===== config.mk =====
export PLATFORM = sky130hd
export DESIGN_NAME = ps2_mouse
export DESIGN_NICKNAME = d
export VERILOG_FILES = /design/src/hdl/ps2_mouse_pkg.sv /design/src/hdl/ps2_link.sv /design/src/hdl/mouse_ctrl.sv /design/src/hdl/quad_axis.sv /design/src/hdl/ps2_mouse.sv
export SDC_FILE = /design/constraint.sdc
export NUM_CORES = 1
export LEC_CHECK = 0
export ABC_AREA = 1
export BUFFER_PORTS_ARGS = -buffer_cell sky130_fd_sc_hd__buf_2
export CORE_MARGIN = 1.5
export CORE_UTILIZATION = 40
export CTS_BUF_LIST = sky130_fd_sc_hd__clkbuf_16
export DETAILED_ROUTE_END_ITERATION = 10
export PLACE_DENSITY = 0.56
export SETUP_SLACK_MARGIN = 0.4
export SLEW_MARGIN = 0
export SYNTH_ARGS = -nofsm -noshare
export SYNTH_HDL_FRONTEND = slang
export SYNTH_SLANG_ARGS = --single-unit

===== constraint.sdc =====
create_clock -name sysclk -period 3.31 [get_ports sysclk]
set_input_delay 0.662 -clock sysclk [delete_from_list [all_inputs] [get_ports sysclk]]
set_output_delay 0.662 -clock sysclk [all_outputs]
set_load 0.005 [all_outputs]

===== src/hdl/ps2_mouse_pkg.sv =====
package ps2_mouse_pkg;

	// Command bytes sent by the host to the mouse
	localparam logic [7:0] PS2_CMD_RESET  = 8'hFF;
	localparam logic [7:0] PS2_CMD_ENABLE = 8'hF4;

	// Reply bytes sent by the mouse to the host
	localparam logic [7:0] PS2_REP_BAT_OK = 8'hAA;
	localparam logic [7:0] PS2_REP_ACK    = 8'hFA;
	localparam logic [7:0] PS2_REP_ID     = 8'h00;

	// The host holds the PS/2 clock low this long before a request to send (100 us)
	localparam int INHIBIT_CYCLES = 5000;

	// Longest gap between PS/2 clock edges inside a frame before the frame is dropped
	localparam int TIMEOUT_CYCLES = 20000;

	// Width of the axis flush divider, one flush tick every 2**FLUSH_BITS cycles
	localparam int FLUSH_BITS = 12;

	// Movement accumulator width in two's complement
	localparam int ACC_BITS = 10;

	// Bring-up and packet tracking states of the controller
	typedef enum logic [2:0] {
		ST_INIT,
		ST_ID,
		ST_SETUP,
		ST_BYTE0,
		ST_BYTE1,
		ST_BYTE2
	} mouse_state_e;

	// Received byte, strobe is high for one cycle per good frame
	typedef struct packed {
		logic       strobe;
		logic [7:0] data;
	} ps2_rx_t;

	// Transmit request, req is a single-cycle pulse
	typedef struct packed {
		logic       req;
		logic [7:0] data;
	} ps2_tx_t;

	// One movement value for an axis
	// The magnitude is the raw packet byte and the sign comes from byte 0
	typedef struct packed {
		logic       strobe;
		logic       sign;
		logic [7:0] magnitude;
	} axis_move_t;

endpackage


===== src/hdl/ps2_link.sv =====
`timescale 1ns/1ps

module ps2_link
	import ps2_mouse_pkg::*;
(
	input  logic    sysclk,
	input  logic    reset,
	input  logic    ps2clk_in,
	input  logic    ps2dat_in,
	output logic    ps2clk_oe,
	output logic    ps2dat_oe,
	output ps2_rx_t rx,
	input  ps2_tx_t tx,
	output logic    timeout
);
	// Link states, a frame is open in L_RX and L_TX
	typedef enum logic [2:0] {
		L_IDLE,
		L_RX,
		L_INHIBIT,
		L_START,
		L_TX
	} link_state_e;

	// Bits 0 and 1 form the synchronizer, bit 2 is the previous synchronized value
	logic [2:0]                          clk_sync;
	logic [1:0]                          dat_sync;
	logic                                fall;
	logic                                dat_in;
	link_state_e                         state;
	logic [3:0]                          bit_cnt;
	logic [$clog2(TIMEOUT_CYCLES+1)-1:0] timer;
	logic [8:0]                          rx_shift;
	logic [9:0]                          tx_shift;
	logic                                rx_strobe;
	logic                                frame_open;
	logic                                stalled;
	logic                                inhibit_done;

	// Both lines idle high, so the synchronizers come out of reset at 1
	always_ff @(posedge sysclk or posedge reset) begin
		if (reset) begin
			clk_sync <= 3'b111;
			dat_sync <= 2'b11;
		end else begin
			clk_sync <= {clk_sync[1:0], ps2clk_in};
			dat_sync <= {dat_sync[0], ps2dat_in};
		end
	end

	// The device changes data while the clock is high, so data is stable at a falling edge
	assign fall   = clk_sync[2] & ~clk_sync[1];
	assign dat_in = dat_sync[1];

	// One timer serves the clock inhibit and the stalled frame watchdog
	assign frame_open   = (state == L_RX) || (state == L_TX);
	assign stalled      = frame_open && (timer == TIMEOUT_CYCLES - 1);
	assign inhibit_done = (state == L_INHIBIT) && (timer == INHIBIT_CYCLES - 1);

	always_ff @(posedge sysclk or posedge reset) begin
		if (reset) begin
			state     <= L_IDLE;
			bit_cnt   <= '0;
			timer     <= '0;
			ps2clk_oe <= 1'b0;
			ps2dat_oe <= 1'b0;
			rx_strobe <= 1'b0;
			timeout   <= 1'b0;
		end else begin
			rx_strobe <= 1'b0;
			timeout   <= 1'b0;
			if (stalled) begin
				// Drop the frame and release both lines
				state     <= L_IDLE;
				timer     <= '0;
				ps2clk_oe <= 1'b0;
				ps2dat_oe <= 1'b0;
				timeout   <= 1'b1;
			end else begin
				case (state)
					L_IDLE: begin
						timer   <= '0;
						bit_cnt <= '0;
						// A host request wins over a start bit seen in the same cycle
						if (tx.req) begin
							state     <= L_INHIBIT;
							ps2clk_oe <= 1'b1;
						end else if (fall && !dat_in) begin
							state   <= L_RX;
							bit_cnt <= 4'd1;
						end
					end
					L_RX: begin
						if (fall) begin
							timer   <= '0;
							bit_cnt <= bit_cnt + 4'd1;
							// Edge 11 is the stop bit, which must be high with odd parity
							if (bit_cnt == 4'd10) begin
								state     <= L_IDLE;
								rx_strobe <= dat_in && (^rx_shift);
							end
						end else begin
							timer <= timer + 1'b1;
						end
					end
					L_INHIBIT: begin
						timer <= timer + 1'b1;
						// Pull data low for the start bit while the clock is still held
						if (inhibit_done) begin
							state     <= L_START;
							timer     <= '0;
							ps2dat_oe <= 1'b1;
						end
					end
					L_START: begin
						// Releasing the clock hands clocking over to the device
						state     <= L_TX;
						bit_cnt   <= '0;
						ps2clk_oe <= 1'b0;
					end
					L_TX: begin
						if (fall) begin
							timer   <= '0;
							bit_cnt <= bit_cnt + 4'd1;
							if (bit_cnt == 4'd10) begin
								// The device acknowledges by holding data low
								// A missing acknowledge is flagged like a stalled frame
								state   <= L_IDLE;
								timeout <= dat_in;
							end else begin
								ps2dat_oe <= ~tx_shift[0];
							end
						end else begin
							timer <= timer + 1'b1;
						end
					end
					default: state <= L_IDLE;
				endcase
			end
		end
	end

	// Shift registers for the frame payload
	// Receive shifts in data and parity LSB first, transmit holds data, parity and stop
	always_ff @(posedge sysclk) begin
		if (state == L_RX && fall && bit_cnt != 4'd10) begin
			rx_shift <= {dat_in, rx_shift[8:1]};
		end
		if (state == L_IDLE && tx.req) begin
			tx_shift <= {1'b1, ~^tx.data, tx.data};
		end else if (state == L_TX && fall && bit_cnt != 4'd10) begin
			tx_shift <= {1'b1, tx_shift[9:1]};
		end
	end

	assign rx = '{strobe: rx_strobe, data: rx_shift[7:0]};

	// The controller only requests right after a receive or a timeout, when the link is idle
	assert property (@(posedge sysclk) disable iff (reset) tx.req |-> (state == L_IDLE));

endmodule


===== src/hdl/mouse_ctrl.sv =====
`timescale 1ns/1ps

module mouse_ctrl
	import ps2_mouse_pkg::*;
(
	input  logic       sysclk,
	input  logic       reset,
	input  ps2_rx_t    rx,
	input  logic       timeout,
	output ps2_tx_t    tx,
	output axis_move_t x_move,
	output axis_move_t y_move,
	output logic       button
);
	mouse_state_e state;
	mouse_state_e state_next;
	logic         nreq;
	logic [7:0]   nbyte;
	logic         byte_ok;
	logic         pkt_start;
	logic         x_sign;
	logic         y_sign;

	// A received byte only counts when no timeout arrives with it
	assign byte_ok = rx.strobe && !timeout;

	// Byte 0 must have bit 3 set, otherwise the controller waits for packet alignment
	assign pkt_start = byte_ok && (state == ST_BYTE0) && rx.data[3];

	// Next state and command decision, the command byte defaults to Reset
	always_comb begin
		state_next = state;
		nreq       = 1'b0;
		nbyte      = PS2_CMD_RESET;
		if (timeout) begin
			state_next = ST_INIT;
			nreq       = 1'b1;
		end else if (rx.strobe) begin
			case (state)
				ST_INIT: begin
					// An acknowledge of our own Reset is expected before the self-test reply
					if (rx.data == PS2_REP_BAT_OK) begin
						state_next = ST_ID;
					end else if (rx.data != PS2_REP_ACK) begin
						nreq = 1'b1;
					end
				end
				ST_ID: begin
					nreq = 1'b1;
					if (rx.data == PS2_REP_ID) begin
						nbyte      = PS2_CMD_ENABLE;
						state_next = ST_SETUP;
					end else begin
						state_next = ST_INIT;
					end
				end
				ST_SETUP: begin
					if (rx.data == PS2_REP_ACK) begin
						state_next = ST_BYTE0;
					end else begin
						nreq       = 1'b1;
						state_next = ST_INIT;
					end
				end
				ST_BYTE0: begin
					if (rx.data[3]) begin
						state_next = ST_BYTE1;
					end
				end
				ST_BYTE1: state_next = ST_BYTE2;
				ST_BYTE2: state_next = ST_BYTE0;
				default:  state_next = ST_INIT;
			endcase
		end
	end

	// The request is registered, so it reaches the link one cycle after the strobe
	always_ff @(posedge sysclk or posedge reset) begin
		if (reset) begin
			state <= ST_INIT;
			tx    <= '0;
		end else begin
			state <= state_next;
			tx    <= '{req: nreq, data: nbyte};
		end
	end

	// Signs of both axes come from byte 0 bits 4 and 5
	always_ff @(posedge sysclk) begin
		if (pkt_start) begin
			x_sign <= rx.data[4];
			y_sign <= rx.data[5];
		end
	end

	// Movement pulses follow byte 1 for X and byte 2 for Y
	always_ff @(posedge sysclk or posedge reset) begin
		if (reset) begin
			x_move <= '0;
			y_move <= '0;
			button <= 1'b1;
		end else begin
			x_move <= '{strobe: byte_ok && (state == ST_BYTE1), sign: x_sign, magnitude: rx.data};
			y_move <= '{strobe: byte_ok && (state == ST_BYTE2), sign: y_sign, magnitude: rx.data};
			// The Mac button line is active low
			if (pkt_start) begin
				button <= ~rx.data[0];
			end
		end
	end

	// A command always waits for a fresh receive or timeout, never back to back
	assert property (@(posedge sysclk) disable iff (reset) tx.req |=> !tx.req);

endmodule


===== src/hdl/quad_axis.sv =====
`timescale 1ns/1ps

module quad_axis
	import ps2_mouse_pkg::*;
(
	input  logic       sysclk,
	input  logic       reset,
	input  axis_move_t move,
	output logic       q1,
	output logic       q2
);
	logic [FLUSH_BITS-1:0] flush_div;
	logic                  tick;
	logic [ACC_BITS-1:0]   acc;
	logic [ACC_BITS-1:0]   acc_mag;
	logic [ACC_BITS-1:0]   move_ext;
	logic                  do_add;
	logic                  do_step;

	// The free-running divider gives one flush tick each time it wraps to zero
	always_ff @(posedge sysclk or posedge reset) begin
		if (reset) begin
			flush_div <= '0;
		end else begin
			flush_div <= flush_div + 1'b1;
		end
	end
	assign tick = (flush_div == '0);

	// Sign and magnitude together form a 9-bit two's complement value
	assign move_ext = {{(ACC_BITS - 8){move.sign}}, move.magnitude};

	// Top two bits equal means the sum still fits in the accumulator
	assign do_add = move.strobe && (acc[ACC_BITS-1] == acc[ACC_BITS-2]);

	// A tick is lost when an add lands in the same cycle
	assign do_step = tick && (acc != '0) && !do_add;

	always_ff @(posedge sysclk or posedge reset) begin
		if (reset) begin
			acc <= '0;
		end else if (do_add) begin
			acc <= acc + move_ext;
		end else if (do_step) begin
			// Step one count toward zero
			if (acc[ACC_BITS-1]) begin
				acc <= acc + 1'b1;
			end else begin
				acc <= acc - 1'b1;
			end
		end
	end

	// Each step toggles q1, and q2 carries the direction relative to the new q1
	always_ff @(posedge sysclk or posedge reset) begin
		if (reset) begin
			q1 <= 1'b0;
			q2 <= 1'b0;
		end else if (do_step) begin
			q1 <= ~q1;
			// For negative motion q2 follows the new q1
			q2 <= acc[ACC_BITS-1] ? ~q1 : q1;
		end
	end

	// Distance of the accumulator from zero as an unsigned count
	assign acc_mag = acc[ACC_BITS-1] ? -acc : acc;

	// A flush tick without a move takes exactly one count off a nonzero accumulator
	assert property (@(posedge sysclk) disable iff (reset)
		(tick && !move.strobe && acc != '0) |=> (acc_mag == $past(acc_mag) - 1'b1));

endmodule


===== src/hdl/ps2_mouse.sv =====
`timescale 1ns/1ps

module ps2_mouse
	import ps2_mouse_pkg::*;
(
	input  logic sysclk,
	input  logic reset,
	input  logic ps2clk_in,
	input  logic ps2dat_in,
	output logic ps2clk_oe,
	output logic ps2dat_oe,
	output logic x1,
	output logic x2,
	output logic y1,
	output logic y2,
	output logic button
);
	ps2_rx_t    rx;
	ps2_tx_t    tx;
	logic       timeout;
	axis_move_t x_move;
	axis_move_t y_move;

	// PS/2 host side of the open-drain lines
	ps2_link u_link (
		.sysclk    (sysclk),
		.reset     (reset),
		.ps2clk_in (ps2clk_in),
		.ps2dat_in (ps2dat_in),
		.ps2clk_oe (ps2clk_oe),
		.ps2dat_oe (ps2dat_oe),
		.rx        (rx),
		.tx        (tx),
		.timeout   (timeout)
	);

	// Bring-up and packet decoding
	mouse_ctrl u_ctrl (
		.sysclk  (sysclk),
		.reset   (reset),
		.rx      (rx),
		.timeout (timeout),
		.tx      (tx),
		.x_move  (x_move),
		.y_move  (y_move),
		.button  (button)
	);

	// X and Y quadrature outputs come from the same axis module
	quad_axis u_xaxis (
		.sysclk (sysclk),
		.reset  (reset),
		.move   (x_move),
		.q1     (x1),
		.q2     (x2)
	);

	quad_axis u_yaxis (
		.sysclk (sysclk),
		.reset  (reset),
		.move   (y_move),
		.q1     (y1),
		.q2     (y2)
	);

endmodule


==> metrics.txt <==
status complete, no violations; layout cells sized above 1 8.65%; Final Total Pwr 3.71 mW; Avg Cell Area, Syn 8.17 um^2; fin. max-slew vios 0; NumNets Final 885; die span in x 132 um; worst-path maximum fanout 12; Total GRT Usage 16.2%; cell with the largest stage delay on the worst path dfrtp_2; predominant post-synthesis flop cell dfrtp_1; pwr/cell area 488 nW/um^2; TritonCTS clock tree built; clk_skew 0.00952 ns; Buf+Inv Stages, Crit Path 4; Setup CP Type reg -> reg; crit-path cells inv_1 -> ha_1 -> nor2_4 -> clkinv_2 -> buf_6 -> nand2_2 -> o21ai_0 -> inv_1 -> ha_1 -> nand2_1 -> nand2_1 -> a21oi_1 -> nand3_1 -> nand2_1 -> nand2_1 -> nand2_1 -> nand2_1; synthesized instance count 821; FMAX 377 MHz; GP Congestion 0.827; RSZ-0062 raised after global routing false; Overflow after GRT 0; Cell Area, Synth 6710 um^2; vias in the first global route 4967; synth unique cells 37; Largest stage delay, worst path 0.41 ns; Reg2Reg Depth 17; later-pin clock latency in the skew report 0.41 ns; Port Buf Inserts 10; clock-pin slew on the worst setup and hold paths 0.06 ns; Slew @ Worst Pin 0.616 ns; core box area 16500 um^2; area of the multi-input gates 3200 um^2; Vert. Die Dim 132 um; post-synth top area share 34.3%; floorplan row count 47; H-tree depth 4; Area Growth Syn to Fin 13.3%; Final setup viols 0; final hold violation count 0; largest net degree at the start of global routing 81; WP data required 3.60 ns; Critical Path Stages 17; fillers 1641; Final Cycle Share 80.1%; first-pass GRT wire length 23200 um; CP top delay family simple AND/OR/NAND/NOR gates; EDFF count, synth 20; Initial Util 40.7%; WL met1 6730 um; Async S/R FF share, synth 83.1%; Critical Path End Type flop; post-synthesis sequential area ratio 45.6%; CTS buffer count 17; peak supply drop 0.000366 V; most instantiated library cell after synthesis nand2_1; I/O pins 11; n_diodes 0; Hold/Removal Path Class in -> async; Slew headroom 58.8%; Vias/cell 4.83; FF/Latch Area 3060 um^2; DR iter-0 viols 424; root buf cell clkbuf_16; leak pwr 3.74 nW; FF+latch count, synth 118; DR DRC count 0; final WL 13100 um; postcts setup bufs 0; CP most frequent cell nand2_1; final antenna-violating net count 0; Yosys top cell by area dfrtp_1; top cells by count, synth nand2_1 (222), inv_1 (104), nand3_1 (96), dfrtp_1 (92), nor2_1 (70); die area 17600 um^2; worst-case setup slack after placement 0.359 ns; # hold bufs at CTS 0; Top Metal Used met4; fin util 46.1%; setup TNS 0 ns; Worst Setup Start Kind flop; first-pass iteration count of the detailed router 5; DR vias 5197; Sink Count 118; dpl hpwl 9560 um; synth warn 0; initial antenna violation count 0; WL/cell 12.2 um; WL met3 461 um; Synth Net Count 864; Max Cap Violations 0; Crit path arrival time 2.94 ns; WL met2 5740 um; Clock Path Buffers 2; Final Critical Period 2.65 ns; hold slack 0.271 ns; synth top area cells dfrtp_1 (34%), nand2_1 (12%), edfxtp_1 (9.0%), nand3_1 (7.2%), ha_1 (6.9%); Setup WS post-layout 0.659 ns
-- what timing repair did --
item | in CTS | in global routing
hold endpoints to repair | 0 | 0
setup endpoints to repair | 4 | 13
gates resized for setup | 2 | 9
-- cell usage in the layout, fill, tap and decap left out, types with 3 or more instances in the layout --
cell type   Yosys  final
nand2_2         2      3
a21oi_1        14     13
inv_4           0      4
dfrtp_1        92     91
nand4_1        15     15
buf_2           4     10
nand3_1        96     96
ha_1           37     36
nand3b_1        8      8
o21ai_0        33     33
edfxtp_1       20     20
xnor2_1        11     11
inv_1         104    102
xor2_1         37     37
clkinvlp_4      0      4
nor2_1         70     68
dfstp_2         6      6
clkbuf_16       0     17
nand2_1       222    221
inv_6           0      6
nor3_1         14     14
nor2_4          3      4
-- registers in the layout (all words and copies together), names as in the netlist, 2 cells and up --
register and flops:
u_link.dat_sync 2, u_link.state 3, u_xaxis.flush_div 12, u_link.tx_shift 9, u_ctrl.tx 3, u_xaxis.acc 10, u_link.rx_shift 9, u_link.bit_cnt 4
u_ctrl.state 3, u_yaxis.acc 10, u_ctrl.y_move 2, u_ctrl.x_move 10, u_link.clk_sync 3, u_link.timer 15, u_yaxis.flush_div 12
-- through the flow --
step / cells / area, um^2
floorplan: 821 / 6710
global placement: 1043 / 7010
detailed placement: 1043 / 7010
CTS: 1075 / 7570
global route: 1075 / 7600
finish: 1075 / 7600
-- logic make-up (layout without fill, tap and decap cells) --
logic type	Yosys count	count (layout)	synth area share [%]
XOR/XNOR	48	48	6.27
AND/OR/NAND/NOR	440	440	29.0
flip-flops	118	118	45.6
adder cells (fa/ha/maj)	39	39	7.50
buffers and inverters	119	153	6.98
other	1	1	0.0559
AO/OA/AOI/OAI	56	56	4.51
-- metal layers --
metal / vias up / global-route usage (%)
met3: 13 / 3.68
met2: 95 / 24.9
met5: - / 0
li1: 2690 / -
met1: 2399 / 22.9
met4: 0 / 5.19
-- worst paths after layout --
path,from,end,slack [ns]
min,reset,u_link.state[2]$_DFFE_PP0P_,0.27
max reg2reg,u_yaxis.acc[9]$_DFFE_PP0P_,u_yaxis.acc[9]$_DFFE_PP0P_,0.66
min reg2reg,u_ctrl.y_sign$_DFFE_PP_,u_ctrl.y_move[8]$_DFF_PP0_,0.35
max in group asynchronous,reset,u_link.dat_sync[1]$_DFF_PP1_,2.26
min in group sysclk,u_ctrl.y_sign$_DFFE_PP_,u_ctrl.y_move[8]$_DFF_PP0_,0.35
max,u_yaxis.acc[9]$_DFFE_PP0P_,u_yaxis.acc[9]$_DFFE_PP0P_,0.66
-- where the power goes --
group	switching, mW	internal (mW)
combinational	0.260	0.120
clock	0.699	1.05
sequential	0.0534	1.53
-- area by class of cell --
cell class	instances	area share [%]
repair buffers	13	1.17
well taps	220	3.62
multi-input cells	584	42.1
flip-flops and latches	118	40.3
clock buffers	17	5.60
inverters	108	5.43
clock inverters	15	1.81
(Power assumes the default switching activity.)
